## src/verilog/debug_bridge_pkg.sv

```systemverilog
// Debug bridge shared definitions
`default_nettype none

package debug_bridge_pkg;

    // Register bus
    localparam int ADDR_W = 3;
    localparam int DATA_W = 32;

    // Character log
    localparam int CHAR_W    = 8;
    localparam int LOG_DEPTH = 16;
    localparam int LOG_PTR_W = $clog2(LOG_DEPTH);
    localparam int LOG_CNT_W = LOG_PTR_W + 1;  // Holds 0..LOG_DEPTH

    // Entropy feed
    localparam int NIBBLE_W         = 4;
    localparam int NIBBLES_PER_WORD = DATA_W / NIBBLE_W;  // 8 nibbles per word
    localparam int NIB_IDX_W        = $clog2(NIBBLES_PER_WORD);
    localparam int TRNG_DEPTH       = 4;
    localparam int TRNG_PTR_W       = $clog2(TRNG_DEPTH);
    localparam int TRNG_CNT_W       = TRNG_PTR_W + 1;

    // Register word addresses, also the bus opcode
    typedef enum logic [ADDR_W-1:0] {
        REG_LOG_DATA     = 3'd0,  // [8] char_valid, [7:0] char, read pops
        REG_LOG_STATUS   = 3'd1,  // [0] empty, [1] full
        REG_TRNG_DATA    = 3'd2,  // Write only, pushes one entropy word
        REG_TRNG_CTRL    = 3'd3,  // Rd [0] empty [1] full, wr [0] clear
        REG_TRNG_DIVISOR = 3'd4,
        REG_CYCLE_COUNT  = 3'd5
    } reg_addr_e;

endpackage

`default_nettype wire

```

## src/verilog/log_fifo.sv

```systemverilog
// Character log FIFO, first word fall through
`default_nettype none

module log_fifo (
    input  wire                                  core_clk,
    input  wire                                  hwif_out,
    input  wire                                  log_wr,
    input  wire  [debug_bridge_pkg::CHAR_W-1:0]  log_char,
    input  wire                                  log_pop,
    output logic [debug_bridge_pkg::CHAR_W-1:0]  log_head,
    output logic                                 log_empty,
    output logic                                 log_full
);

    logic [debug_bridge_pkg::CHAR_W-1:0]    mem [debug_bridge_pkg::LOG_DEPTH];
    logic [debug_bridge_pkg::LOG_PTR_W-1:0] wr_ptr;
    logic [debug_bridge_pkg::LOG_PTR_W-1:0] rd_ptr;
    logic [debug_bridge_pkg::LOG_CNT_W-1:0] count;
    logic                                   push_ok;
    logic                                   pop_ok;

    assign log_empty = (count == '0);
    assign log_full  = (count == (debug_bridge_pkg::LOG_CNT_W)'(debug_bridge_pkg::LOG_DEPTH));

    // Full drops the push, empty ignores the pop
    assign push_ok = log_wr & ~log_full;
    assign pop_ok  = log_pop & ~log_empty;

    assign log_head = mem[rd_ptr];  // Head falls through

    // Storage
    always_ff @(posedge core_clk) begin
        if (push_ok) begin
            mem[wr_ptr] <= log_char;
        end
    end

    // Pointers wrap on their own, depth is a power of two
    always_ff @(posedge core_clk or negedge hwif_out) begin
        if (!hwif_out) begin
            wr_ptr <= '0;
            rd_ptr <= '0;
            count  <= '0;
        end else begin
            if (push_ok) begin
                wr_ptr <= wr_ptr + 1'b1;
            end
            if (pop_ok) begin
                rd_ptr <= rd_ptr + 1'b1;
            end
            case ({push_ok, pop_ok})
                2'b10:   count <= count + 1'b1;
                2'b01:   count <= count - 1'b1;
                default: count <= count;  // Idle, or push and pop together
            endcase
        end
    end

endmodule

`default_nettype wire

```

## src/verilog/itrng_feed.sv

```systemverilog
// Internal TRNG feed
// Entropy words out as throttled nibbles
`default_nettype none

module itrng_feed (
    input  wire                                   core_clk,
    input  wire                                   hwif_out,
    input  wire                                   trng_push,
    input  wire  [debug_bridge_pkg::DATA_W-1:0]   trng_word,
    input  wire                                   trng_clear,
    input  wire  [debug_bridge_pkg::DATA_W-1:0]   divisor,
    input  wire                                   etrng_req,
    output logic [debug_bridge_pkg::NIBBLE_W-1:0] itrng_data,
    output logic                                  itrng_valid,
    output logic                                  trng_empty,
    output logic                                  trng_full
);

    logic [debug_bridge_pkg::DATA_W-1:0]     mem [debug_bridge_pkg::TRNG_DEPTH];
    logic [debug_bridge_pkg::TRNG_PTR_W-1:0] wr_ptr;
    logic [debug_bridge_pkg::TRNG_PTR_W-1:0] rd_ptr;
    logic [debug_bridge_pkg::TRNG_CNT_W-1:0] count;
    logic [debug_bridge_pkg::NIB_IDX_W-1:0]  nib_idx;
    logic [debug_bridge_pkg::DATA_W-1:0]     throttle_cnt;
    logic                                    throttled_req;
    logic                                    push_ok;
    logic                                    take;
    logic                                    last_nib;
    logic                                    pop_word;

    assign trng_empty = (count == '0);
    assign trng_full  = (count == (debug_bridge_pkg::TRNG_CNT_W)'(debug_bridge_pkg::TRNG_DEPTH));

    assign push_ok  = trng_push & ~trng_full;
    assign take     = throttled_req & ~trng_empty;  // Request with nothing queued is lost
    assign last_nib = (nib_idx ==
                       (debug_bridge_pkg::NIB_IDX_W)'(debug_bridge_pkg::NIBBLES_PER_WORD - 1));
    assign pop_word = take & last_nib;  // Eighth nibble frees the word

    // Request throttle
    // Reload on zero, so accepted requests sit divisor+1 cycles apart
    always_ff @(posedge core_clk or negedge hwif_out) begin
        if (!hwif_out) begin
            throttle_cnt  <= '0;
            throttled_req <= 1'b0;
        end else if (throttle_cnt == '0) begin
            throttle_cnt  <= divisor;
            throttled_req <= etrng_req;
        end else begin
            throttle_cnt  <= throttle_cnt - 1'b1;
            throttled_req <= 1'b0;
        end
    end

    // Word storage
    always_ff @(posedge core_clk) begin
        if (push_ok && !trng_clear) begin
            mem[wr_ptr] <= trng_word;
        end
    end

    // Queue control, clear beats everything else
    always_ff @(posedge core_clk or negedge hwif_out) begin
        if (!hwif_out) begin
            wr_ptr      <= '0;
            rd_ptr      <= '0;
            count       <= '0;
            nib_idx     <= '0;
            itrng_valid <= 1'b0;
        end else if (trng_clear) begin
            wr_ptr      <= '0;
            rd_ptr      <= '0;
            count       <= '0;
            nib_idx     <= '0;
            itrng_valid <= 1'b0;
        end else begin
            itrng_valid <= take;
            if (take) begin
                nib_idx <= nib_idx + 1'b1;  // Wraps back to 0 after the last nibble
            end
            if (push_ok) begin
                wr_ptr <= wr_ptr + 1'b1;
            end
            if (pop_word) begin
                rd_ptr <= rd_ptr + 1'b1;
            end
            case ({push_ok, pop_word})
                2'b10:   count <= count + 1'b1;
                2'b01:   count <= count - 1'b1;
                default: count <= count;
            endcase
        end
    end

    // Lowest nibble goes first
    always_ff @(posedge core_clk) begin
        if (take) begin
            itrng_data <= mem[rd_ptr][nib_idx * debug_bridge_pkg::NIBBLE_W +:
                                      debug_bridge_pkg::NIBBLE_W];
        end
    end

endmodule

`default_nettype wire

```

## src/verilog/bridge_regs.sv

```systemverilog
// Bridge register block
// Strobe decode, read mux and cycle counter
`default_nettype none

module bridge_regs (
    input  wire                                  core_clk,
    input  wire                                  hwif_out,
    // Register strobes
    input  wire                                  wr_en,
    input  wire  [debug_bridge_pkg::ADDR_W-1:0]  wr_addr,
    input  wire  [debug_bridge_pkg::DATA_W-1:0]  wr_data,
    input  wire                                  rd_en,
    input  wire  [debug_bridge_pkg::ADDR_W-1:0]  rd_addr,
    output logic                                 rd_valid,
    output logic [debug_bridge_pkg::DATA_W-1:0]  rd_data,
    // Log FIFO side
    input  wire  [debug_bridge_pkg::CHAR_W-1:0]  log_head,
    input  wire                                  log_empty,
    input  wire                                  log_full,
    output logic                                 log_pop,
    // Entropy side
    input  wire                                  trng_empty,
    input  wire                                  trng_full,
    output logic                                 trng_push,
    output logic [debug_bridge_pkg::DATA_W-1:0]  trng_word,
    output logic                                 trng_clear,
    output logic [debug_bridge_pkg::DATA_W-1:0]  divisor
);

    debug_bridge_pkg::reg_addr_e         wr_sel;
    debug_bridge_pkg::reg_addr_e         rd_sel;
    logic                                char_valid_q;
    logic                                char_valid;
    logic [debug_bridge_pkg::DATA_W-1:0] cycle_count;
    logic [debug_bridge_pkg::DATA_W-1:0] rd_mux;

    assign wr_sel = debug_bridge_pkg::reg_addr_e'(wr_addr);
    assign rd_sel = debug_bridge_pkg::reg_addr_e'(rd_addr);

    // Write side, pulses land on the same edge as the strobe
    assign trng_push  = wr_en && (wr_sel == debug_bridge_pkg::REG_TRNG_DATA);
    assign trng_word  = wr_data;
    assign trng_clear = wr_en && (wr_sel == debug_bridge_pkg::REG_TRNG_CTRL) && wr_data[0];

    always_ff @(posedge core_clk or negedge hwif_out) begin
        if (!hwif_out) begin
            divisor <= '0;
        end else if (wr_en && (wr_sel == debug_bridge_pkg::REG_TRNG_DIVISOR)) begin
            divisor <= wr_data;
        end
    end

    // Char is only valid if it was already there a cycle before the read
    always_ff @(posedge core_clk or negedge hwif_out) begin
        if (!hwif_out) begin
            char_valid_q <= 1'b0;
        end else begin
            char_valid_q <= ~log_empty;
        end
    end

    assign char_valid = char_valid_q & ~log_empty;
    assign log_pop    = rd_en && (rd_sel == debug_bridge_pkg::REG_LOG_DATA) && char_valid;

    // Free-running cycle counter
    always_ff @(posedge core_clk or negedge hwif_out) begin
        if (!hwif_out) begin
            cycle_count <= '0;
        end else begin
            cycle_count <= cycle_count + 1'b1;
        end
    end

    // Read mux
    always_comb begin
        rd_mux = '0;
        case (rd_sel)
            debug_bridge_pkg::REG_LOG_DATA: begin
                rd_mux[debug_bridge_pkg::CHAR_W-1:0] = log_head;
                rd_mux[debug_bridge_pkg::CHAR_W]     = char_valid;
            end
            debug_bridge_pkg::REG_LOG_STATUS: begin
                rd_mux[0] = log_empty;
                rd_mux[1] = log_full;
            end
            debug_bridge_pkg::REG_TRNG_CTRL: begin
                rd_mux[0] = trng_empty;
                rd_mux[1] = trng_full;
            end
            debug_bridge_pkg::REG_TRNG_DIVISOR: rd_mux = divisor;
            debug_bridge_pkg::REG_CYCLE_COUNT:  rd_mux = cycle_count;
            default:                            rd_mux = '0;  // TRNG_DATA is write only
        endcase
    end

    // One-cycle read return
    always_ff @(posedge core_clk or negedge hwif_out) begin
        if (!hwif_out) begin
            rd_valid <= 1'b0;
        end else begin
            rd_valid <= rd_en;
        end
    end

    always_ff @(posedge core_clk) begin
        if (rd_en) begin
            rd_data <= rd_mux;
        end
    end

endmodule

`default_nettype wire

```

## src/verilog/fpga_debug_bridge.sv

```systemverilog
// FPGA debug and entropy bridge top
`default_nettype none

module fpga_debug_bridge (
    input  wire                                   core_clk,
    input  wire                                   hwif_out,
    // Firmware character log
    input  wire                                   log_wr,
    input  wire  [debug_bridge_pkg::CHAR_W-1:0]   log_char,
    // Host register port
    input  wire                                   wr_en,
    input  wire  [debug_bridge_pkg::ADDR_W-1:0]   wr_addr,
    input  wire  [debug_bridge_pkg::DATA_W-1:0]   wr_data,
    input  wire                                   rd_en,
    input  wire  [debug_bridge_pkg::ADDR_W-1:0]   rd_addr,
    output logic                                  rd_valid,
    output logic [debug_bridge_pkg::DATA_W-1:0]   rd_data,
    // Entropy
    input  wire                                   etrng_req,
    output logic [debug_bridge_pkg::NIBBLE_W-1:0] itrng_data,
    output logic                                  itrng_valid
);

    logic [debug_bridge_pkg::CHAR_W-1:0] log_head;
    logic                                log_empty;
    logic                                log_full;
    logic                                log_pop;
    logic                                trng_empty;
    logic                                trng_full;
    logic                                trng_push;
    logic [debug_bridge_pkg::DATA_W-1:0] trng_word;
    logic                                trng_clear;
    logic [debug_bridge_pkg::DATA_W-1:0] divisor;

    log_fifo u_log_fifo (
        .core_clk  (core_clk),
        .hwif_out  (hwif_out),
        .log_wr    (log_wr),
        .log_char  (log_char),
        .log_pop   (log_pop),
        .log_head  (log_head),
        .log_empty (log_empty),
        .log_full  (log_full)
    );

    itrng_feed u_itrng_feed (
        .core_clk    (core_clk),
        .hwif_out    (hwif_out),
        .trng_push   (trng_push),
        .trng_word   (trng_word),
        .trng_clear  (trng_clear),
        .divisor     (divisor),
        .etrng_req   (etrng_req),
        .itrng_data  (itrng_data),
        .itrng_valid (itrng_valid),
        .trng_empty  (trng_empty),
        .trng_full   (trng_full)
    );

    bridge_regs u_bridge_regs (
        .core_clk   (core_clk),
        .hwif_out   (hwif_out),
        .wr_en      (wr_en),
        .wr_addr    (wr_addr),
        .wr_data    (wr_data),
        .rd_en      (rd_en),
        .rd_addr    (rd_addr),
        .rd_valid   (rd_valid),
        .rd_data    (rd_data),
        .log_head   (log_head),
        .log_empty  (log_empty),
        .log_full   (log_full),
        .log_pop    (log_pop),
        .trng_empty (trng_empty),
        .trng_full  (trng_full),
        .trng_push  (trng_push),
        .trng_word  (trng_word),
        .trng_clear (trng_clear),
        .divisor    (divisor)
    );

endmodule

`default_nettype wire

```

## config.mk

```make
export PLATFORM = sky130hd
export DESIGN_NAME = fpga_debug_bridge
export DESIGN_NICKNAME = d
export VERILOG_FILES = /design/src/verilog/debug_bridge_pkg.sv /design/src/verilog/log_fifo.sv /design/src/verilog/itrng_feed.sv /design/src/verilog/bridge_regs.sv /design/src/verilog/fpga_debug_bridge.sv
export SDC_FILE = /design/constraint.sdc
export NUM_CORES = 1
export LEC_CHECK = 0
export ABC_CLOCK_PERIOD_IN_PS = 3150
export BUFFER_PORTS_ARGS = -buffer_cell sky130_fd_sc_hd__clkbuf_2
export CORE_ASPECT_RATIO = 1.25
export CORE_UTILIZATION = 25
export CTS_BUF_LIST = sky130_fd_sc_hd__clkbuf_4 sky130_fd_sc_hd__clkbuf_8
export CTS_CLUSTER_DIAMETER = 40
export CTS_CLUSTER_SIZE = 12
export DETAILED_ROUTE_END_ITERATION = 10
export GPL_TIMING_DRIVEN = 0
export PLACE_DENSITY = 0.4
export SETUP_SLACK_MARGIN = 0.05
export SYNTH_ARGS = -nofsm -noshare
export SYNTH_HDL_FRONTEND = slang
export SYNTH_HIERARCHICAL = 1
export SYNTH_SLANG_ARGS = --single-unit
```

## constraint.sdc

```tcl
create_clock -name core_clk -period 3.15 [get_ports core_clk]
set_input_delay 0.4725 -clock core_clk [delete_from_list [all_inputs] [get_ports core_clk]]
set_output_delay 0.4725 -clock core_clk [all_outputs]
set_load 0.05 [all_outputs]
```

==> Word-level counts from Yosys, hierarchy flattened <==
Memories as Yosys holds them, arrays and structs flattened.
Cells that the tools add are included.
{ "totals": {"output_inout_bits": 38, "reg_bits": 159, "memories": 2, "mem_bits_rw": 256, "inputBits": 52, "wordCells": 90} }
{ "classes": {"n_reduce_logical": 17, "bitwise_logic": 10, "n_addsub": 11, "mux": 19, "shifts": 1, "eq_ne": 14} }
{ "memory_table": {"columns": ["memory", "depth", "word_bits", "rd", "rd_clocked_by_memory_dff", "wr", "line", "text"], "rows": [
  ["u_itrng_feed.mem", 4, 32, 1, 0, 1, "itrng_feed.sv:19", "logic [debug_bridge_pkg::DATA_W-1:0] mem [debug_bridge_pkg::TRNG_DEPTH];"],
  ["u_log_fifo.mem", 16, 8, 1, 0, 1, "log_fifo.sv:15", "logic [debug_bridge_pkg::CHAR_W-1:0] mem [debug_bridge_pkg::LOG_DEPTH];"]
]} }
{ "op_table": {"columns": ["cell", "n"], "rows": [
  ["$pmux 23 s2", 1],
  ["$add 32x1->32 const B", 1],
  ["$logic_not 32->1", 1],
  ["$mux 32", 1],
  ["$shiftx 32x6->4", 1],
  ["$sub 32x1->32 const B", 1],
  ["$pmux 7 s3", 1],
  ["$eq 3x3->1 const B", 5],
  ["$pmux 2 s5", 1],
  ["$pmux 5 s2", 1],
  ["$eq 3x2->1 const B", 3],
  ["$mux 3", 3],
  ["$add 4x1->4 const B", 2],
  ["$mux 2", 4],
  ["$reduce_bool 2->1", 4],
  ["$logic_and 1x1->1", 7],
  ["$add 3x1->3 const B", 2],
  ["$and 1x1->1", 6],
  ["$logic_not 3->1", 2],
  ["$mux 1", 6],
  ["$pmux 3 s2", 1],
  ["$add 5x1->5 const B", 1],
  ["$eq 5x5->1 const B", 1],
  ["$logic_not 5->1", 1],
  ["other kinds (9)", 15]
]} }

==> Logic depth before layout (Yosys ltp) <==
Gate-level depths: netlist of the first run.
{ "depth": {"depth_word": 7, "depth_mapped": 14, "depth_no_buf": 13} }

==> By module <==
The synthesis of the first run kept the hierarchy.
{ "by_module_without_submodules": {"columns": ["module", "cells_per_inst", "area_per_inst_um2", "n_inst", "seq_area_each_um2"], "rows": [
  ["itrng_feed", 510, 7539.7, 1, 5064.9],
  ["log_fifo", 332, 5779.3, 1, 4169.0],
  ["bridge_regs", 345, 4525.6, 1, 2612.5]
]} }

==> Least setup slack after synthesis of the first run <==
OpenSTA, ideal clock, no wires.
{ "synth_path": {"path_kind": "input-to-reg", "startpoint": "input port rd_addr[2] (netlist bit)", "endpoint": "register u_log_fifo/count[4] (netlist bit)", "t_arrival_ns": 2.853, "required_ns": 3.027, "path_buffers": 3, "setup_time_ns": 0.123, "path_stages": 14, "setup_slack_ns": 0.174, "cell_sequence": "buf_2 buf_2 nor4b_1 and3_1 nor2b_1 buf_2 ha_1 inv_1 fa_1 nor2b_1 o21ai_0 nand3_1 or3b_1 xnor2_1"} }
{ "synth_between": {"elab_chain_cells": 6} }
{ "synth_lines": {"columns": ["element", "line", "text"], "rows": [
  ["from (decl)", "fpga_debug_bridge.sv:15", "input wire [debug_bridge_pkg::ADDR_W-1:0] rd_addr,"],
  ["$logic_not 3->1 (*)", "bridge_regs.sv:63", "assign log_pop = rd_en && (rd_sel == debug_bridge_pkg::REG_LOG_DATA) && char_valid;"],
  ["$logic_and 1x1->1 (*) (2 in a row)", "bridge_regs.sv:63", null],
  ["named net log_pop", "fpga_debug_bridge.sv:27", "logic log_pop;"],
  ["$and 1x1->1 (*)", "log_fifo.sv:27", "assign pop_ok = log_pop & ~log_empty;"],
  ["named net u_log_fifo.pop_ok", "log_fifo.sv:20", "logic pop_ok;"],
  ["$eq 2x1->1 / $eq 2x2->1 (equally long branches)", "log_fifo.sv:51", "case ({push_ok, pop_ok})"],
  ["$pmux 5 s2 / $reduce_bool 2->1 (equally long branches)", null, null],
  ["to (signal assigned)", "log_fifo.sv:52", "2'b10: count <= count + 1'b1;"],
  ["to (signal assigned)", "log_fifo.sv:53", "2'b01: count <= count - 1'b1;"],
  ["to (signal assigned)", "log_fifo.sv:54", "default: count <= count;"],
  ["to (decl)", "log_fifo.sv:18", "logic [debug_bridge_pkg::LOG_CNT_W-1:0] count;"]
]} }
Mark *: on every way through the listed nets, which the timed path passes. The rest lies on a longest branch.
A chain may end at the register's enable or synchronous reset.

==> Worst setup path after layout of the first run <==
{ "layout_path": {"startpoint": "register u_log_fifo/count[1] (netlist bit)", "endpoint": "register u_log_fifo/count[4] (netlist bit)"} }
{ "layout_between": {"elab_chain_cells": 7} }
{ "layout_lines": {"columns": ["element", "line", "text"], "rows": [
  ["$logic_not 5->1 (*)", "log_fifo.sv:22", "assign log_empty = (count == '0);"],
  ["named net log_empty", "fpga_debug_bridge.sv:25", "logic log_empty;"],
  ["$not 1->1 (*)", "bridge_regs.sv:62", "assign char_valid = char_valid_q & ~log_empty;"],
  ["$and 1x1->1 (*)", "bridge_regs.sv:62", null],
  ["$logic_and 1x1->1 (*)", "bridge_regs.sv:63", null],
  ["named net log_pop", "fpga_debug_bridge.sv:27", null],
  ["$and 1x1->1 (*)", "log_fifo.sv:27", null],
  ["named net u_log_fifo.pop_ok", "log_fifo.sv:20", null],
  ["$eq 2x1->1 / $eq 2x2->1 (equally long branches)", "log_fifo.sv:51", null],
  ["$pmux 5 s2 / $reduce_bool 2->1 (equally long branches)", null, null]
]} }
Marked as above.

==> flow_summary.json, run 1 <==
{
  "cap_viol_max_count": 0,
  "grt_pass1_wl_um": 70080,
  "skew_ps": 79.71,
  "fp.dieH_um": 300.7,
  "drive_gt1_share_pct": 27.38,
  "post-route-min-period_ps": 2926,
  "syn_avg_cell_area_um2": 15.03,
  "ys_seq_elements": 415,
  "crit_path_end_kind": "register",
  "synth.top_cell.area_share_pct": 49.14,
  "drtPass1Iterations": 4,
  "hold_class": "input port to register",
  "stdcell_count": 2351,
  "netlist_instances": 1187,
  "max_slew_margin_pct": 17.99,
  "crit_fanout": 5,
  "insertion_delay_ps": 700,
  "arrival_ps": 3490,
  "numCtsBuffers": 61,
  "io_pins": 90,
  "rows": 109,
  "fp.dieArea_mm2": 0.07246,
  "clockBufferDepth": 3,
  "hpwl_um": 32740,
  "tritoncts": "done",
  "io_buffers": 87,
  "grt_max_degree": 96,
  "wl_met3_um": 1720,
  "path_clk_slew_ps": 80,
  "place_inst": 2222,
  "drt_iter0_markers": 523,
  "rsz0062_at_grt": "true",
  "leakagePower_nw": 7.760,
  "fin_util_pct": 30.00,
  "wirelength_um": 46880,
  "m1WireLength_um": 20880,
  "wl_per_cell_um": 19.94,
  "htreeDepth": 2,
  "core-area_mm2": 0.07065,
  "pwr_density_cell_mw_per_mm2": 717.2,
  "start_kind": "register",
  "grt_overflow": 0,
  "area_growth_pct": 18.78,
  "crit_type": "register to register",
  "final_common_cell": "edfxtp_1",
  "vias_per_cell": 4.340,
  "die_w_um": 241.0,
  "grt.total_usage_pct": 13.10,
  "wl_met2_um": 23190,
  "antenna_left": 0,
  "final-setup-viol-count": 0,
  "ir_worst_vdd_mv": 0.3166,
  "outcome": "completed",
  "synth_cell_types": 65,
  "drc": 0,
  "cp.required_ps": 3720,
  "fmax_ghz": 0.3417,
  "final_hold_viol_count": 0,
  "cts.sinks": 415,
  "initial_core_util_pct": 25.26,
  "synth_edf_count": 292,
  "ys_seq_area_share_pct": 66.39,
  "clockRootBuffer": "clkbuf_8",
  "syn_nets": 1259,
  "drv_slew": 0,
  "antenna_found_initial": 3,
  "yosysTopAreaCell": "edfxtp_1",
  "synthFlopType": "edfxtp_1",
  "via_count": 10204,
  "yosysWarningCount": 6,
  "dr.max_layer_used": "met5",
  "timing.final.crit_share_pct": 92.90,
  "routabilityCongestion": 0.7402,
  "layout.nets": 1425,
  "async_flop_share_pct": 29.64,
  "layout_common_cells": "292 x edfxtp_1, 123 x dfrtp_1, 88 x clkbuf_2, 71 x mux2i_1",
  "tightest_slew_ps": 1221,
  "grt_pass1_vias": 10704,
  "synthTopCellsByArea": "edfxtp_1 49%, dfrtp_1 17%, mux4_2 4.2%, mux2i_1 4.0%, mux2_2 2.8%",
  "syn-cell-area_mm2": 0.01784
}
worst paths after layout:
check / cells past startpoint / slack [ps] / endpoint / from
min in group asynchronous: 2 / 260 / u_itrng_feed/nib_idx[0] / hwif_out
min: 2 / 70 / u_bridge_regs/divisor[19] / wr_data[19]
max: 13 / 220 / u_log_fifo/count[4] / u_log_fifo/count[1]
min reg2reg: 1 / 480 / u_bridge_regs/cycle_count[31] / u_bridge_regs/cycle_count[31]
max in group asynchronous: 3 / 2020 / u_bridge_regs/cycle_count[0] / hwif_out
max reg2reg: 13 / 220 / u_log_fifo/count[4] / u_log_fifo/count[1]
metal layers:
metal	vias up	track usage, %
met5	-	0
met1	5174	16.89
met4	4	3.782
li1	4798	-
met2	145	22.20
met3	83	2.475
power by group:
| part | switching, mW | internal (mW) | leakage (nW) | total [mW] |
|---|---|---|---|---|
| Clock | 2.40 | 2.75 | 0.740 | 5.14 |
| Combinational | 1.79 | 1.32 | 2.81 | 3.11 |
| Sequential | 0.474 | 6.47 | 4.21 | 6.95 |
| Total | 4.66 | 10.5 | 7.76 | 15.2 |
synth_stat cells (23+ instances only):
master	n
dfrtp_1	123
mux2i_1	71
a22o_1	23
edfxtp_1	292
a22oi_1	24
nor2_1	59
nand2_1	65
buf_4	34
o21ai_0	47
mux4_2	33
a21oi_1	31
mux2_2	44
xnor2_1	47
timing repair:
item,4_1_cts,5_1_grt
gates resized for setup,6,11
setup buffers,1,1
setup endpoints to repair,5,8
hold endpoints to repair,36,0
pin swaps,0,2
hold buffers,8,0
critical path, stage by stage, from the launching register on:
cell and delay (ps):
dfrtp_1 400, nor4_2 320, and2b_2 200, inv_1 50, and3_1 130, nor2b_1 110, buf_2 180, ha_2 230
ha_1 320, nor2b_1 140, o21ai_1 150, a21oi_1 80, or3b_1 370, xnor2_1 130
through the flow:
| step | power, mW | hold slack, ps | setup WS (ps) | TNS (ps) | area (um2) |
|---|---|---|---|---|---|
| floorplan | 9.076 | 176.9 | 174.4 | 0 | 17840 |
| global placement | 10.20 | 466.7 | -932.5 | -174330 | 19460 |
| detailed placement | 10.23 | 408.7 | -606.2 | -837.2 | 19590 |
| CTS | 15.49 | 1.474 | 32.21 | 0 | 21160 |
| global route | 16.00 | 14.95 | 24.52 | 0 | 21190 |
| finish | 15.20 | 66.88 | 223.6 | 0 | 21200 |
cell families (layout without fill, tap and decap cells):
family          after synthesis  after routing  synth area share, %
flops                       415            415                66.39
simple gates                262            262                8.162
xor+xnor                     68             68                3.338
buf+inv                     116            335                3.807
compound gates              155            155                5.665
other cells                   0              2                    0
fa+ha+maj                    20             20                1.486
mux                         151            151                11.16
registers in the layout (all words and copies together) (netlist names), 2 cells and up:
register and flops:
u_log_fifo/count 5, u_bridge_regs/divisor 32, u_log_fifo/rd_ptr 4, u_itrng_feed/throttle_cnt 32, u_itrng_feed/mem 128, u_log_fifo/wr_ptr 4
u_bridge_regs/rd_data 32, u_itrng_feed/nib_idx 3, u_itrng_feed/rd_ptr 2, u_itrng_feed/itrng_data 4, u_log_fifo/mem 128, u_bridge_regs/cycle_count 32
u_itrng_feed/wr_ptr 2, u_itrng_feed/count 3
cell type report:
class / count / area [um2]
fill: 7201 / 49450
clock buffer: 71 / 933.4
clock inverter: 45 / 524.3
buffer: 95 / 625.6
multi-input combinational: 656 / 5338
sequential: 415 / 11850
tap: 943 / 1180
antenna: 2 / 5.005
inverter: 21 / 78.83
timing repair buffer: 103 / 664.4
(Power assumes the default switching activity.)
==> inputs of run 2 (changes only) <==
Settings changed: ABC_CLOCK_PERIOD_IN_PS 3150 to 2550, PLACE_DENSITY 0.4 to 0.42.
Clock period 3.15 ns to 2.55 ns, I/O delays scaled along.
==> flow_summary.json, run 2 (synthesized netlist as in run 1, its figures left out) <==
{
  "pwr_density_cell_mw_per_mm2": 906.2,
  "wirelength_um": 46870,
  "fp.dieArea_mm2": 0.07246,
  "hold_end": "u_bridge_regs/divisor[26]",
  "hold_class": "input port to register",
  "crit_type": "register to register",
  "max_slew_margin_pct": 37.45,
  "layout.nets": 1460,
  "drtPass1Iterations": 4,
  "cts.sinks": 415,
  "area_growth_pct": 22.58,
  "tightest_slew_ps": 934.8,
  "fill_cells": 7153,
  "final_common_cell": "edfxtp_1",
  "post-route-min-period_ps": 2645,
  "initial_core_util_pct": 25.26,
  "final-setup-viol-count": 1,
  "hpwl_um": 32770,
  "insertion_delay_ps": 660,
  "fp.dieH_um": 300.7,
  "clockRootBuffer": "clkbuf_8",
  "io_buffers": 87,
  "drv_slew": 0,
  "leakagePower_nw": 8.054,
  "via_count": 10363,
  "drt_iter0_markers": 499,
  "routabilityCongestion": 0.8077,
  "pre_cts_ws_ps": -945.3,
  "layout_common_cells": "292 x edfxtp_1, 122 x dfrtp_1, 89 x clkbuf_2, 70 x clkbuf_8, 70 x mux2i_1",
  "timing.rr.start": "u_log_fifo/count[2]",
  "grt_overflow": 0,
  "antenna_found_initial": 4,
  "io_pins": 90,
  "final_hold_viol_count": 0,
  "crit_path_end_kind": "register",
  "multi_input_area_mm2": 0.005539,
  "hp-start": "wr_data[26]",
  "grt.total_usage_pct": 13.21,
  "fin_util_pct": 30.96,
  "violations": "setup timing",
  "drc": 0,
  "tns_ps": -95.09,
  "wl_per_cell_um": 19.64,
  "cap_viol_max_count": 0,
  "ir_worst_vdd_mv": 0.3714,
  "r2r-end": "u_log_fifo/count[4]",
  "cp.required_ps": 3060,
  "fmax_ghz": 0.3781,
  "worstRegToRegCells": 12,
  "htreeDepth": 3,
  "core-area_mm2": 0.07065,
  "rows": 109,
  "die_w_um": 241.0,
  "crit_fanout": 4,
  "outcome": "complete, but fails checks",
  "fin_ws_ps": -95.09,
  "vias_per_cell": 4.341,
  "antenna_left": 0,
  "clockBufferDepth": 3,
  "skew_ps": 46.24,
  "regArea_mm2": 0.01185,
  "timing.final.crit_share_pct": 103.7,
  "grt_pass1_wl_um": 69990,
  "rrSetupSlack_ps": -100,
  "drive_gt1_share_pct": 31.81,
  "start_kind": "register",
  "min_path_cells": 2,
  "grt_max_degree": 67,
  "numCtsBuffers": 67,
  "reg_top3": "u_itrng_feed/mem: 128 flops, u_log_fifo/mem: 128 flops",
  "finalPower_mw": 19.82,
  "tritoncts": "done",
  "grt_pass1_vias": 10759,
  "path_clk_slew_ps": 80,
  "rsz0062_at_grt": "true",
  "arrival_ps": 3160
}
==> run 2: cell types whose count changed in the layout (fill, tap and decap cells not counted), moves of 6 or more <==
cell,previous run,this run
buf_4,36,62
dlygate4sd3_1,8,16
a221oi_1,8,2
a221oi_2,0,6
buf_2,20,14
o21ai_0,46,40
==> run 2: timing repair <==
item,in CTS,in global routing
pin swaps,13,18
endpoints found under the setup margin,48,45
hold endpoints to repair,86,2
gates resized for setup,30,60
buffers inserted,11,14
hold buffers,14,2
==> run 2: worst max-delay path by stage <==
stage	depth (start not counted)	start	end
3_3_place_gp	1	hwif_out	u_itrng_feed/wr_ptr[0]
2_1_floorplan	13	u_log_fifo/count[2]	u_log_fifo/count[4]
4_1_cts	13	u_log_fifo/count[1]	u_log_fifo/count[4]
3_5_place_dp	13	rd_en	u_log_fifo/count[4]
6_report	12	u_log_fifo/count[2]	u_log_fifo/count[4]
5_1_grt	13	u_log_fifo/count[2]	u_log_fifo/count[4]
==> run 2: cell type report <==
| type | instances | area share [%] |
|---|---|---|
| Tap cell | 943 | 5.394 |
| Timing Repair Buffer | 135 | 4.324 |
| Inverter | 21 | 0.3832 |
| Clock buffer | 76 | 4.553 |
| Sequential cell | 415 | 54.16 |
| Antenna cell | 1 | 0.01144 |
| Multi-Input combinational cell | 656 | 25.32 |
| Clock inverter | 48 | 2.757 |
| Buffer | 92 | 3.094 |
==> run 2: worst max-delay path, stage by stage (launching register included) <==
cell and delay (ps):
dfrtp_2 430, nor4_4 310, and2b_2 210, inv_2 40
and3_4 150, nor2b_4 130, ha_4 180, ha_4 220
nor2b_4 120, o21ai_2 150, a21oi_1 80, or3b_1 370
xnor2_1 130
==> run 2: per-layer routing <==
layer | global-route usage, % | vias up | share of wire (%)
li1 | - | 4870 | -
met1 | 17.10 | 5234 | 44
met2 | 21.91 | 195 | 49
met3 | 2.530 | 62 | 3.9
met4 | 4.626 | 2 | 2.2
met5 | 0 | - | 0.028
==> run 2: through the flow <==
stage,cell area [um2],std cells,hold WS (ps)
floorplan,17890,1187,86.91
global placement,19510,2217,465.0
detailed placement,19660,2224,414.3
CTS,21580,2373,1.315
global route,21870,2387,8.064
finish,21870,2387,53.93
==> run 2: report_power, final <==
group	leakage (nW)	switching (mW)	total [mW]	internal [mW]
clock network	0.794	3.02	6.81	3.78
logic	3.05	2.41	4.42	2.01
registers	4.21	0.600	8.60	8.00
total	8.05	6.03	19.8	13.8
